<file path="src/hw/rv_config.svh">
`ifndef RV_CONFIG_SVH
`define RV_CONFIG_SVH

// data and instruction word width
`define RV_XLEN 32

// architectural integer registers, x0 included
`define RV_NUM_REGS 32
`define RV_REG_ADDR_W 5

`endif

</file>
<file path="src/hw/rv_pkg.sv">
`default_nettype none

`include "rv_config.svh"

package rv_pkg;

    // one data or instruction word
    typedef logic [`RV_XLEN-1:0] word_t;

    // register index
    typedef logic [`RV_REG_ADDR_W-1:0] reg_addr_t;

    // major opcodes handled by the core
    // anything else retires without a write
    typedef enum logic [6:0] {
        OPC_OP_IMM = 7'b0010011,
        OPC_OP     = 7'b0110011
    } opcode_e;

    // alu function codes
    typedef enum logic [3:0] {
        ALU_ADD  = 4'd0,
        ALU_SLL  = 4'd1,
        ALU_XOR  = 4'd4,
        ALU_SRL  = 4'd5,
        ALU_OR   = 4'd6,
        ALU_AND  = 4'd7,
        ALU_NONE = 4'd8,
        ALU_SUB  = 4'd10,
        ALU_SRA  = 4'd11,
        ALU_SLT  = 4'd12,
        ALU_SLTU = 4'd14
    } alu_op_e;

endpackage

`default_nettype wire

</file>
<file path="src/hw/issue_if.sv">
`timescale 1ns/100ps
`default_nettype none

// decoded operation, decode to execute
interface issue_if;

    logic              valid;
    rv_pkg::alu_op_e   alu_op;
    rv_pkg::word_t     op_a;
    // rs2 value or sign-extended immediate
    rv_pkg::word_t     op_b;
    rv_pkg::reg_addr_t rd;

    modport src (
        output valid, alu_op, op_a, op_b, rd
    );

    modport dst (
        input valid, alu_op, op_a, op_b, rd
    );

endinterface

`default_nettype wire

</file>
<file path="src/hw/result_if.sv">
`timescale 1ns/100ps
`default_nettype none

// computed result from execute
interface result_if;

    logic              valid;
    rv_pkg::reg_addr_t rd;
    rv_pkg::word_t     data;
    // supported op with a nonzero rd
    logic              write_en;

    modport src  (output valid, rd, data, write_en);

    modport sink (input valid, rd, data, write_en);

    // decode looks here for results not yet written back
    modport fwd  (input valid, rd, data, write_en);

endinterface

`default_nettype wire

</file>
<file path="src/hw/instr_fetch.sv">
`timescale 1ns/100ps
`default_nettype none

module instr_fetch (
    input  wire                clk,
    input  wire                reset,
    input  wire rv_pkg::word_t instr,
    input  wire                instr_req,
    output logic               instr_ack,
    output logic               fetch_valid,
    output rv_pkg::word_t      fetch_instr
);

    logic accept;
    logic release_ack;

    // new request seen while idle
    assign accept = instr_req && !instr_ack;

    // producer has dropped req after seeing ack
    assign release_ack = !instr_req && instr_ack;

    // receiver side of the four-phase handshake
    always_ff @(posedge clk) begin
        if (reset) begin
            instr_ack <= 1'b0;
        end else if (accept) begin
            instr_ack <= 1'b1;
        end else if (release_ack) begin
            instr_ack <= 1'b0;
        end
    end

    // one-cycle offer to decode, the cycle after the accept edge
    always_ff @(posedge clk) begin
        if (reset) begin
            fetch_valid <= 1'b0;
        end else begin
            fetch_valid <= accept;
        end
    end

    // word is stable while req is high and ack still low
    always_ff @(posedge clk) begin
        if (accept) begin
            fetch_instr <= instr;
        end
    end

endmodule

`default_nettype wire

</file>
<file path="src/hw/instr_decode.sv">
`timescale 1ns/100ps
`default_nettype none

module instr_decode (
    input  wire                    clk,
    input  wire                    reset,
    input  wire                    fetch_valid,
    input  wire rv_pkg::word_t     fetch_instr,
    output rv_pkg::reg_addr_t      rs1_addr,
    output rv_pkg::reg_addr_t      rs2_addr,
    input  wire rv_pkg::word_t     rs1_data,
    input  wire rv_pkg::word_t     rs2_data,
    issue_if.src                   issue,
    result_if.fwd                  fwd
);

    rv_pkg::opcode_e   opcode;
    rv_pkg::reg_addr_t rd;
    logic [2:0]        funct3;
    logic [6:0]        funct7;
    logic              supported;
    logic              is_reg_reg;
    rv_pkg::alu_op_e   alu_op;
    rv_pkg::word_t     imm_i;
    rv_pkg::word_t     rs1_val;
    rv_pkg::word_t     rs2_val;
    logic              fwd_hit1;
    logic              fwd_hit2;

    // instruction fields
    assign opcode   = rv_pkg::opcode_e'(fetch_instr[6:0]);
    assign rd       = fetch_instr[11:7];
    assign funct3   = fetch_instr[14:12];
    assign rs1_addr = fetch_instr[19:15];
    assign rs2_addr = fetch_instr[24:20];
    assign funct7   = fetch_instr[31:25];

    assign is_reg_reg = (opcode == rv_pkg::OPC_OP);
    assign supported  = is_reg_reg || (opcode == rv_pkg::OPC_OP_IMM);

    // sign-extended I immediate, shamt sits in the low five bits
    assign imm_i = {{20{fetch_instr[31]}}, fetch_instr[31:20]};

    // funct3 picks the function, funct7 bit 5 picks sub and sra
    always_comb begin
        case (funct3)
            3'b000: begin
                alu_op = (is_reg_reg && funct7[5]) ? rv_pkg::ALU_SUB : rv_pkg::ALU_ADD;
            end
            3'b001: alu_op = rv_pkg::ALU_SLL;
            3'b010: alu_op = rv_pkg::ALU_SLT;
            3'b011: alu_op = rv_pkg::ALU_SLTU;
            3'b100: alu_op = rv_pkg::ALU_XOR;
            3'b101: begin
                alu_op = funct7[5] ? rv_pkg::ALU_SRA : rv_pkg::ALU_SRL;
            end
            3'b110: alu_op = rv_pkg::ALU_OR;
            default: alu_op = rv_pkg::ALU_AND;
        endcase
        if (!supported) begin
            alu_op = rv_pkg::ALU_NONE;
        end
    end

    // previous result still in flight, not yet in the register file
    assign fwd_hit1 = fwd.valid && fwd.write_en && (fwd.rd == rs1_addr);
    assign fwd_hit2 = fwd.valid && fwd.write_en && (fwd.rd == rs2_addr);

    assign rs1_val = fwd_hit1 ? fwd.data : rs1_data;
    assign rs2_val = fwd_hit2 ? fwd.data : rs2_data;

    always_ff @(posedge clk) begin
        if (reset) begin
            issue.valid <= 1'b0;
        end else begin
            issue.valid <= fetch_valid;
        end
    end

    // issue payload
    always_ff @(posedge clk) begin
        if (fetch_valid) begin
            issue.alu_op <= alu_op;
            issue.op_a   <= rs1_val;
            issue.op_b   <= is_reg_reg ? rs2_val : imm_i;
            // unsupported ops retire with no destination
            issue.rd     <= supported ? rd : '0;
        end
    end

endmodule

`default_nettype wire

</file>
<file path="src/hw/alu_execute.sv">
`timescale 1ns/100ps
`default_nettype none

module alu_execute (
    input  wire   clk,
    input  wire   reset,
    issue_if.dst  issue,
    result_if.src result
);

    logic [4:0]    shamt;
    logic          lt_signed;
    logic          lt_unsigned;
    logic          writes_rd;
    rv_pkg::word_t alu_out;

    // shift amount from the low five bits of op_b
    assign shamt = issue.op_b[4:0];

    assign lt_signed   = $signed(issue.op_a) < $signed(issue.op_b);
    assign lt_unsigned = issue.op_a < issue.op_b;

    always_comb begin
        case (issue.alu_op)
            rv_pkg::ALU_ADD:  alu_out = issue.op_a + issue.op_b;
            rv_pkg::ALU_SUB:  alu_out = issue.op_a - issue.op_b;
            rv_pkg::ALU_SLL:  alu_out = issue.op_a << shamt;
            rv_pkg::ALU_SRL:  alu_out = issue.op_a >> shamt;
            // true arithmetic shift, sign bit fills from the top
            rv_pkg::ALU_SRA:  alu_out = $signed(issue.op_a) >>> shamt;
            rv_pkg::ALU_XOR:  alu_out = issue.op_a ^ issue.op_b;
            rv_pkg::ALU_OR:   alu_out = issue.op_a | issue.op_b;
            rv_pkg::ALU_AND:  alu_out = issue.op_a & issue.op_b;
            rv_pkg::ALU_SLT:  alu_out = rv_pkg::word_t'(lt_signed);
            rv_pkg::ALU_SLTU: alu_out = rv_pkg::word_t'(lt_unsigned);
            default:          alu_out = '0;
        endcase
    end

    // x0 and unsupported ops never write back
    assign writes_rd = (issue.rd != '0) && (issue.alu_op != rv_pkg::ALU_NONE);

    always_ff @(posedge clk) begin
        if (reset) begin
            result.valid    <= 1'b0;
            result.write_en <= 1'b0;
        end else begin
            result.valid    <= issue.valid;
            result.write_en <= issue.valid && writes_rd;
        end
    end

    // result payload
    always_ff @(posedge clk) begin
        if (issue.valid) begin
            result.rd   <= issue.rd;
            result.data <= alu_out;
        end
    end

endmodule

`default_nettype wire

</file>
<file path="src/hw/reg_file.sv">
`timescale 1ns/100ps
`default_nettype none

`include "rv_config.svh"

module reg_file (
    input  wire                    clk,
    input  wire                    reset,
    input  wire rv_pkg::reg_addr_t rs1_addr,
    input  wire rv_pkg::reg_addr_t rs2_addr,
    output rv_pkg::word_t          rs1_data,
    output rv_pkg::word_t          rs2_data,
    result_if.sink                 wr
);

    rv_pkg::word_t regs [`RV_NUM_REGS];

    // combinational reads, x0 is hardwired to zero
    assign rs1_data = (rs1_addr == '0) ? '0 : regs[rs1_addr];
    assign rs2_data = (rs2_addr == '0) ? '0 : regs[rs2_addr];

    always_ff @(posedge clk) begin
        if (reset) begin
            for (int i = 0; i < `RV_NUM_REGS; i++) begin
                regs[i] <= '0;
            end
        end else if (wr.valid && wr.write_en) begin
            // write_en is never set for rd zero
            regs[wr.rd] <= wr.data;
        end
    end

endmodule

`default_nettype wire

</file>
<file path="src/hw/rv_core_top.sv">
`timescale 1ns/100ps
`default_nettype none

module rv_core_top (
    input  wire                clk,
    input  wire                reset,
    input  wire rv_pkg::word_t instr,
    input  wire                instr_req,
    output logic               instr_ack,
    output logic               wb_valid,
    output rv_pkg::reg_addr_t  wb_rd,
    output rv_pkg::word_t      wb_data
);

    logic              fetch_valid;
    rv_pkg::word_t     fetch_instr;
    rv_pkg::reg_addr_t rs1_addr;
    rv_pkg::reg_addr_t rs2_addr;
    rv_pkg::word_t     rs1_data;
    rv_pkg::word_t     rs2_data;

    issue_if  issue_bus ();
    result_if result_bus ();

    instr_fetch u_fetch (
        .clk         (clk),
        .reset       (reset),
        .instr       (instr),
        .instr_req   (instr_req),
        .instr_ack   (instr_ack),
        .fetch_valid (fetch_valid),
        .fetch_instr (fetch_instr)
    );

    instr_decode u_decode (
        .clk         (clk),
        .reset       (reset),
        .fetch_valid (fetch_valid),
        .fetch_instr (fetch_instr),
        .rs1_addr    (rs1_addr),
        .rs2_addr    (rs2_addr),
        .rs1_data    (rs1_data),
        .rs2_data    (rs2_data),
        .issue       (issue_bus.src),
        .fwd         (result_bus.fwd)
    );

    alu_execute u_execute (
        .clk    (clk),
        .reset  (reset),
        .issue  (issue_bus.dst),
        .result (result_bus.src)
    );

    reg_file u_regs (
        .clk      (clk),
        .reset    (reset),
        .rs1_addr (rs1_addr),
        .rs2_addr (rs2_addr),
        .rs1_data (rs1_data),
        .rs2_data (rs2_data),
        .wr       (result_bus.sink)
    );

    // writeback report, one pulse per register write
    assign wb_valid = result_bus.valid && result_bus.write_en;
    assign wb_rd    = result_bus.rd;
    assign wb_data  = result_bus.data;

endmodule

`default_nettype wire

</file>
<file path="config.mk">
export PLATFORM = sky130hd
export DESIGN_NAME = rv_core_top
export DESIGN_NICKNAME = d
export VERILOG_FILES = /design/src/hw/rv_pkg.sv /design/src/hw/issue_if.sv /design/src/hw/result_if.sv /design/src/hw/instr_fetch.sv /design/src/hw/instr_decode.sv /design/src/hw/alu_execute.sv /design/src/hw/reg_file.sv /design/src/hw/rv_core_top.sv
export VERILOG_INCLUDE_DIRS = /design/src /design/src/hw
export SDC_FILE = /design/constraint.sdc
export NUM_CORES = 2
export LEC_CHECK = 0
export ABC_AREA = 0
export BUFFER_PORTS_ARGS = -buffer_cell sky130_fd_sc_hd__buf_2
export CAP_MARGIN = 20
export CORE_MARGIN = 4
export CORE_UTILIZATION = 58
export DETAILED_ROUTE_END_ITERATION = 7
export PLACE_DENSITY = 0.83
export SLEW_MARGIN = 0
export SYNTH_ARGS = -nofsm -noshare
export SYNTH_HDL_FRONTEND = slang
export SYNTH_SLANG_ARGS = --single-unit
</file>
<file path="constraint.sdc">
create_clock -name clk -period 6.62 [get_ports clk]
set_clock_uncertainty 0.2 [all_clocks]
set_input_delay 1.324 -clock clk [delete_from_list [all_inputs] [get_ports clk]]
set_output_delay 1.324 -clock clk [all_outputs]
set_load 0.03 [all_outputs]
</file>
==> impl_metrics.tcl <==
set metrics [dict create \
    initial_core_util_pct 58.39 \
    synth_top_family_by_area "multiplexers" \
    power-per-cell-area_nw_per_um2 253.3 \
    fin_area_um2 74340 \
    synth_top_area_share_pct 50.85 \
    comb_power_share_pct 17.5 \
    fin_cells 6388 \
    async_flop_share_pct 0 \
    crit_slowest_cell "o21ai_0" \
    post_dp_cell_area_um2 70470 \
    grt_max_degree 104 \
    slew-limit-headroom_pct 23.12 \
    rows 126 \
    htree_levels 3 \
    synth-simple-area-share_pct 13.42 \
    p_int_mw 13.56 \
    final_cell_mix "edfxtp_1, and2_1, mux4_2" \
    synth.cell_area_um2 68850 \
    max-vdd-ir-drop_mv 0.2596 \
    yosysUniqueCellTypes 85 \
    slew_viol_final 0 \
    finalSetupViolations 0 \
    cts_tree "built" \
    gp_congestion 1.022 \
    die_y_um 352.5 \
    wl_met3_um 31060 \
    dieArea_um2 124300 \
    synth_fa_ha_area_share_pct 1.857 \
    switching_share_pct 27.98 \
    via_per_inst 7.310 \
    clkPwrFrac_pct 35.6 \
    m1WireLength_um 71460 \
    max_stage_delay_ns 0.80 \
    syn_area_per_cell_um2 14.01 \
    io-pin-count 74 \
    drt_iter0_drc 6892 \
    yosysTopAreaCell "edfxtp_1" \
    wirelength_um 217200 \
    cts_root_buf "clkbuf_16" \
    coreArea_um2 117900 \
    ys.flop_type "edfxtp_1" \
    area_delta_synth_final_pct 7.972 \
    grt_usage_pct 34.65 \
    wl_met2_um 102500 \
    drc 0 \
    status "finished clean" \
    grt_overflow 0 \
    cts_buffer_depth 3 \
    route.vias.total 46700 \
    fin_nets 4886 \
    cts.repair.resized 0 \
    r2r_setup_slack_ns 2.01 \
    grt_pass1_wl_um 318000 \
    tns_ns 0 \
    synth_mux_area_share_pct 24.10 \
    numCtsBuffers 118 \
    synthXorXnorAreaFrac_pct 0.2035 \
    ant_nets 0 \
    synthCells 4913 \
    synth_area_leaders "edfxtp_1, mux4_2, and2_1" \
    sequentialPowerShare_pct 46.9 \
    p_leak_nw 26.60 \
    grt_pass1_vias 47080 \
    p_switching_mw 5.269 \
    hold_path.class "reg2reg" \
    hold_depth 0 \
    dr.pass1.iters 6 \
    cp_max_fo 33 \
    synth_edf_count 1166 \
    path_cells "buf_4 -> ha_1 -> fa_1 -> o21bai_1 -> a21oi_1 -> o21ai_0 -> nand4_1 -> a31oi_2 -> a211oi_1 -> o21ba_2 -> a211o_1 -> o21a_1" \
    crit_arrival_ns 4.90 \
    synth-compound-area-share_pct 5.735 \
    fin_crit_ns 4.613 \
    post-cts-setup-buffers 0 \
    critical_path_class "reg2reg" \
    worst_skew_pair.late_latency_ns 0.76 \
    antenna_found_initial 11 \
    period_share_pct 69.69 \
    crit_required_ns 6.90 \
    syn_nets 5049 \
    dpl.hpwl_um 138400 \
    crit_buf_inv 1 \
    place_inst 6164 \
    drt-wirelength-per-cell_um 34.00 \
    layout-drive-gt1-share_pct 25.09 \
    end_kind "flop" \
    seq_area_frac_synth_pct 51.29 \
    die_w_um 352.5 \
    crit_family "compound AO/OA/AOI/OAI gates" \
    ff2ff_path_depth 12 \
    worst_slew_pin_slew_ns 1.153 \
    clock.fmax_mhz 216.8 \
    ys_ff_latch 1181 \
    worstSetupStartpointType "flop" \
    clk_pin_slew_ns 0.07 \
    yosys_warnings 0 \
    io_buffers 73 \
    rsz0062_at_grt "false" \
    cts.sinks 1181 \
    holdBufCountCts 0 \
    cp.depth 12 \
    fill_cells 8229 \
    final_common_cell "edfxtp_1" \
    p_total_mw 18.83 \
    final_hold_viol_count 0 \
    maxCapViolCount 0 \
    top_layer "met5" \
]
==> area by class of cell <==
class / instances / area (um^2) / share of cell area (%)
tap: 1536 / 1922 / 2.585
antenna: 1 / 2.502 / 0.003366
timing repair buffer: 195 / 1451 / 1.952
clock inverter: 81 / 787.0 / 1.059
sequential: 1181 / 35350 / 47.55
multi-input combinational: 3161 / 31440 / 42.29
clock buffer: 140 / 3035 / 4.083
inverter: 93 / 349.1 / 0.4696
==> cell usage after synthesis, types with 49 or more instances <==
| library cell | n |
|---|---|
| a21oi_1 | 156 |
| mux2i_1 | 84 |
| nor2_1 | 204 |
| inv_1 | 91 |
| o21ai_0 | 166 |
| ha_1 | 99 |
| nand2_1 | 202 |
| clkbuf_1 | 358 |
| edfxtp_1 | 1166 |
| mux4_2 | 673 |
| buf_2 | 49 |
| and2_1 | 1040 |
| mux2_2 | 53 |
==> power by group through the flow <==
stage	combinational, mW	sequential [mW]	clock [mW]
after detailed placement	3.17	8.96	0
after global routing	3.42	8.85	7.04
after floorplan	2.24	8.81	0
after global placement	3.13	8.93	0
final	3.29	8.83	6.71
after CTS	3.20	8.82	6.70
==> worst paths after layout <==
check | from | end
hold / removal | u_decode.issue.rd[2] | u_execute.result.rd[2]
setup / recovery | u_decode.issue.op_b[0] | u_execute.result.data[28]
hold reg to reg | u_decode.issue.rd[2] | u_execute.result.rd[2]
setup reg to reg | u_decode.issue.op_b[0] | u_execute.result.data[28]
==> layer usage <==
metal  track usage [%]  vias up
li1                  -    18490
met1             44.17    23380
met2             55.06     4036
met3             10.74      784
met4             15.75        6
met5                 0        -
==> state kept, by name, indices dropped and copies added, names as in the netlist, named ones only <==
register                   cells
u_decode.issue.rd              5
u_execute.result.data         32
u_decode.issue.op_b           32
u_decode.issue.op_a           32
u_fetch.fetch_valid            1
u_fetch.fetch_instr           32
u_execute.result.write_en      1
u_decode.issue.valid           1
u_decode.issue.alu_op          4
u_execute.result.rd            5
u_execute.result.valid         1
u_regs.regs                 1024
u_fetch.instr_ack              1
==> worst register-to-register path: cells and delay by family (launching register included) <==
| family | cells | cell delay, ns |
|---|---|---|
| compound gates | 8 | 2.51 |
| simple gates | 1 | 0.27 |
| flops | 1 | 0.36 |
| fa+ha+maj | 2 | 0.70 |
| buf+inv | 1 | 0.27 |
==> cell families after synthesis <==
family / count (synthesis)
adders and majority gates: 101
buffers and inverters: 571
DFF: 1181
and+or+nand+nor: 1642
AOI/OAI and AO/OA: 592
muxes: 810
xor gates and xnor gates: 16
==> per-stage QoR <==
| step | util, % | setup slack [ns] | hold slack, ns |
|---|---|---|---|
| 3_3_place_gp | 59.74 | 1.749 | 0.2278 |
| 6_report | 63.04 | 2.007 | 0.2398 |
| 2_1_floorplan | - | 2.682 | 0.2169 |
| 5_1_grt | 63.04 | 1.893 | 0.2530 |
| 4_1_cts | 63.00 | 2.057 | 0.2388 |
| 3_5_place_dp | 59.76 | 1.699 | 0.2281 |
Power figures use the tool's default switching activity.
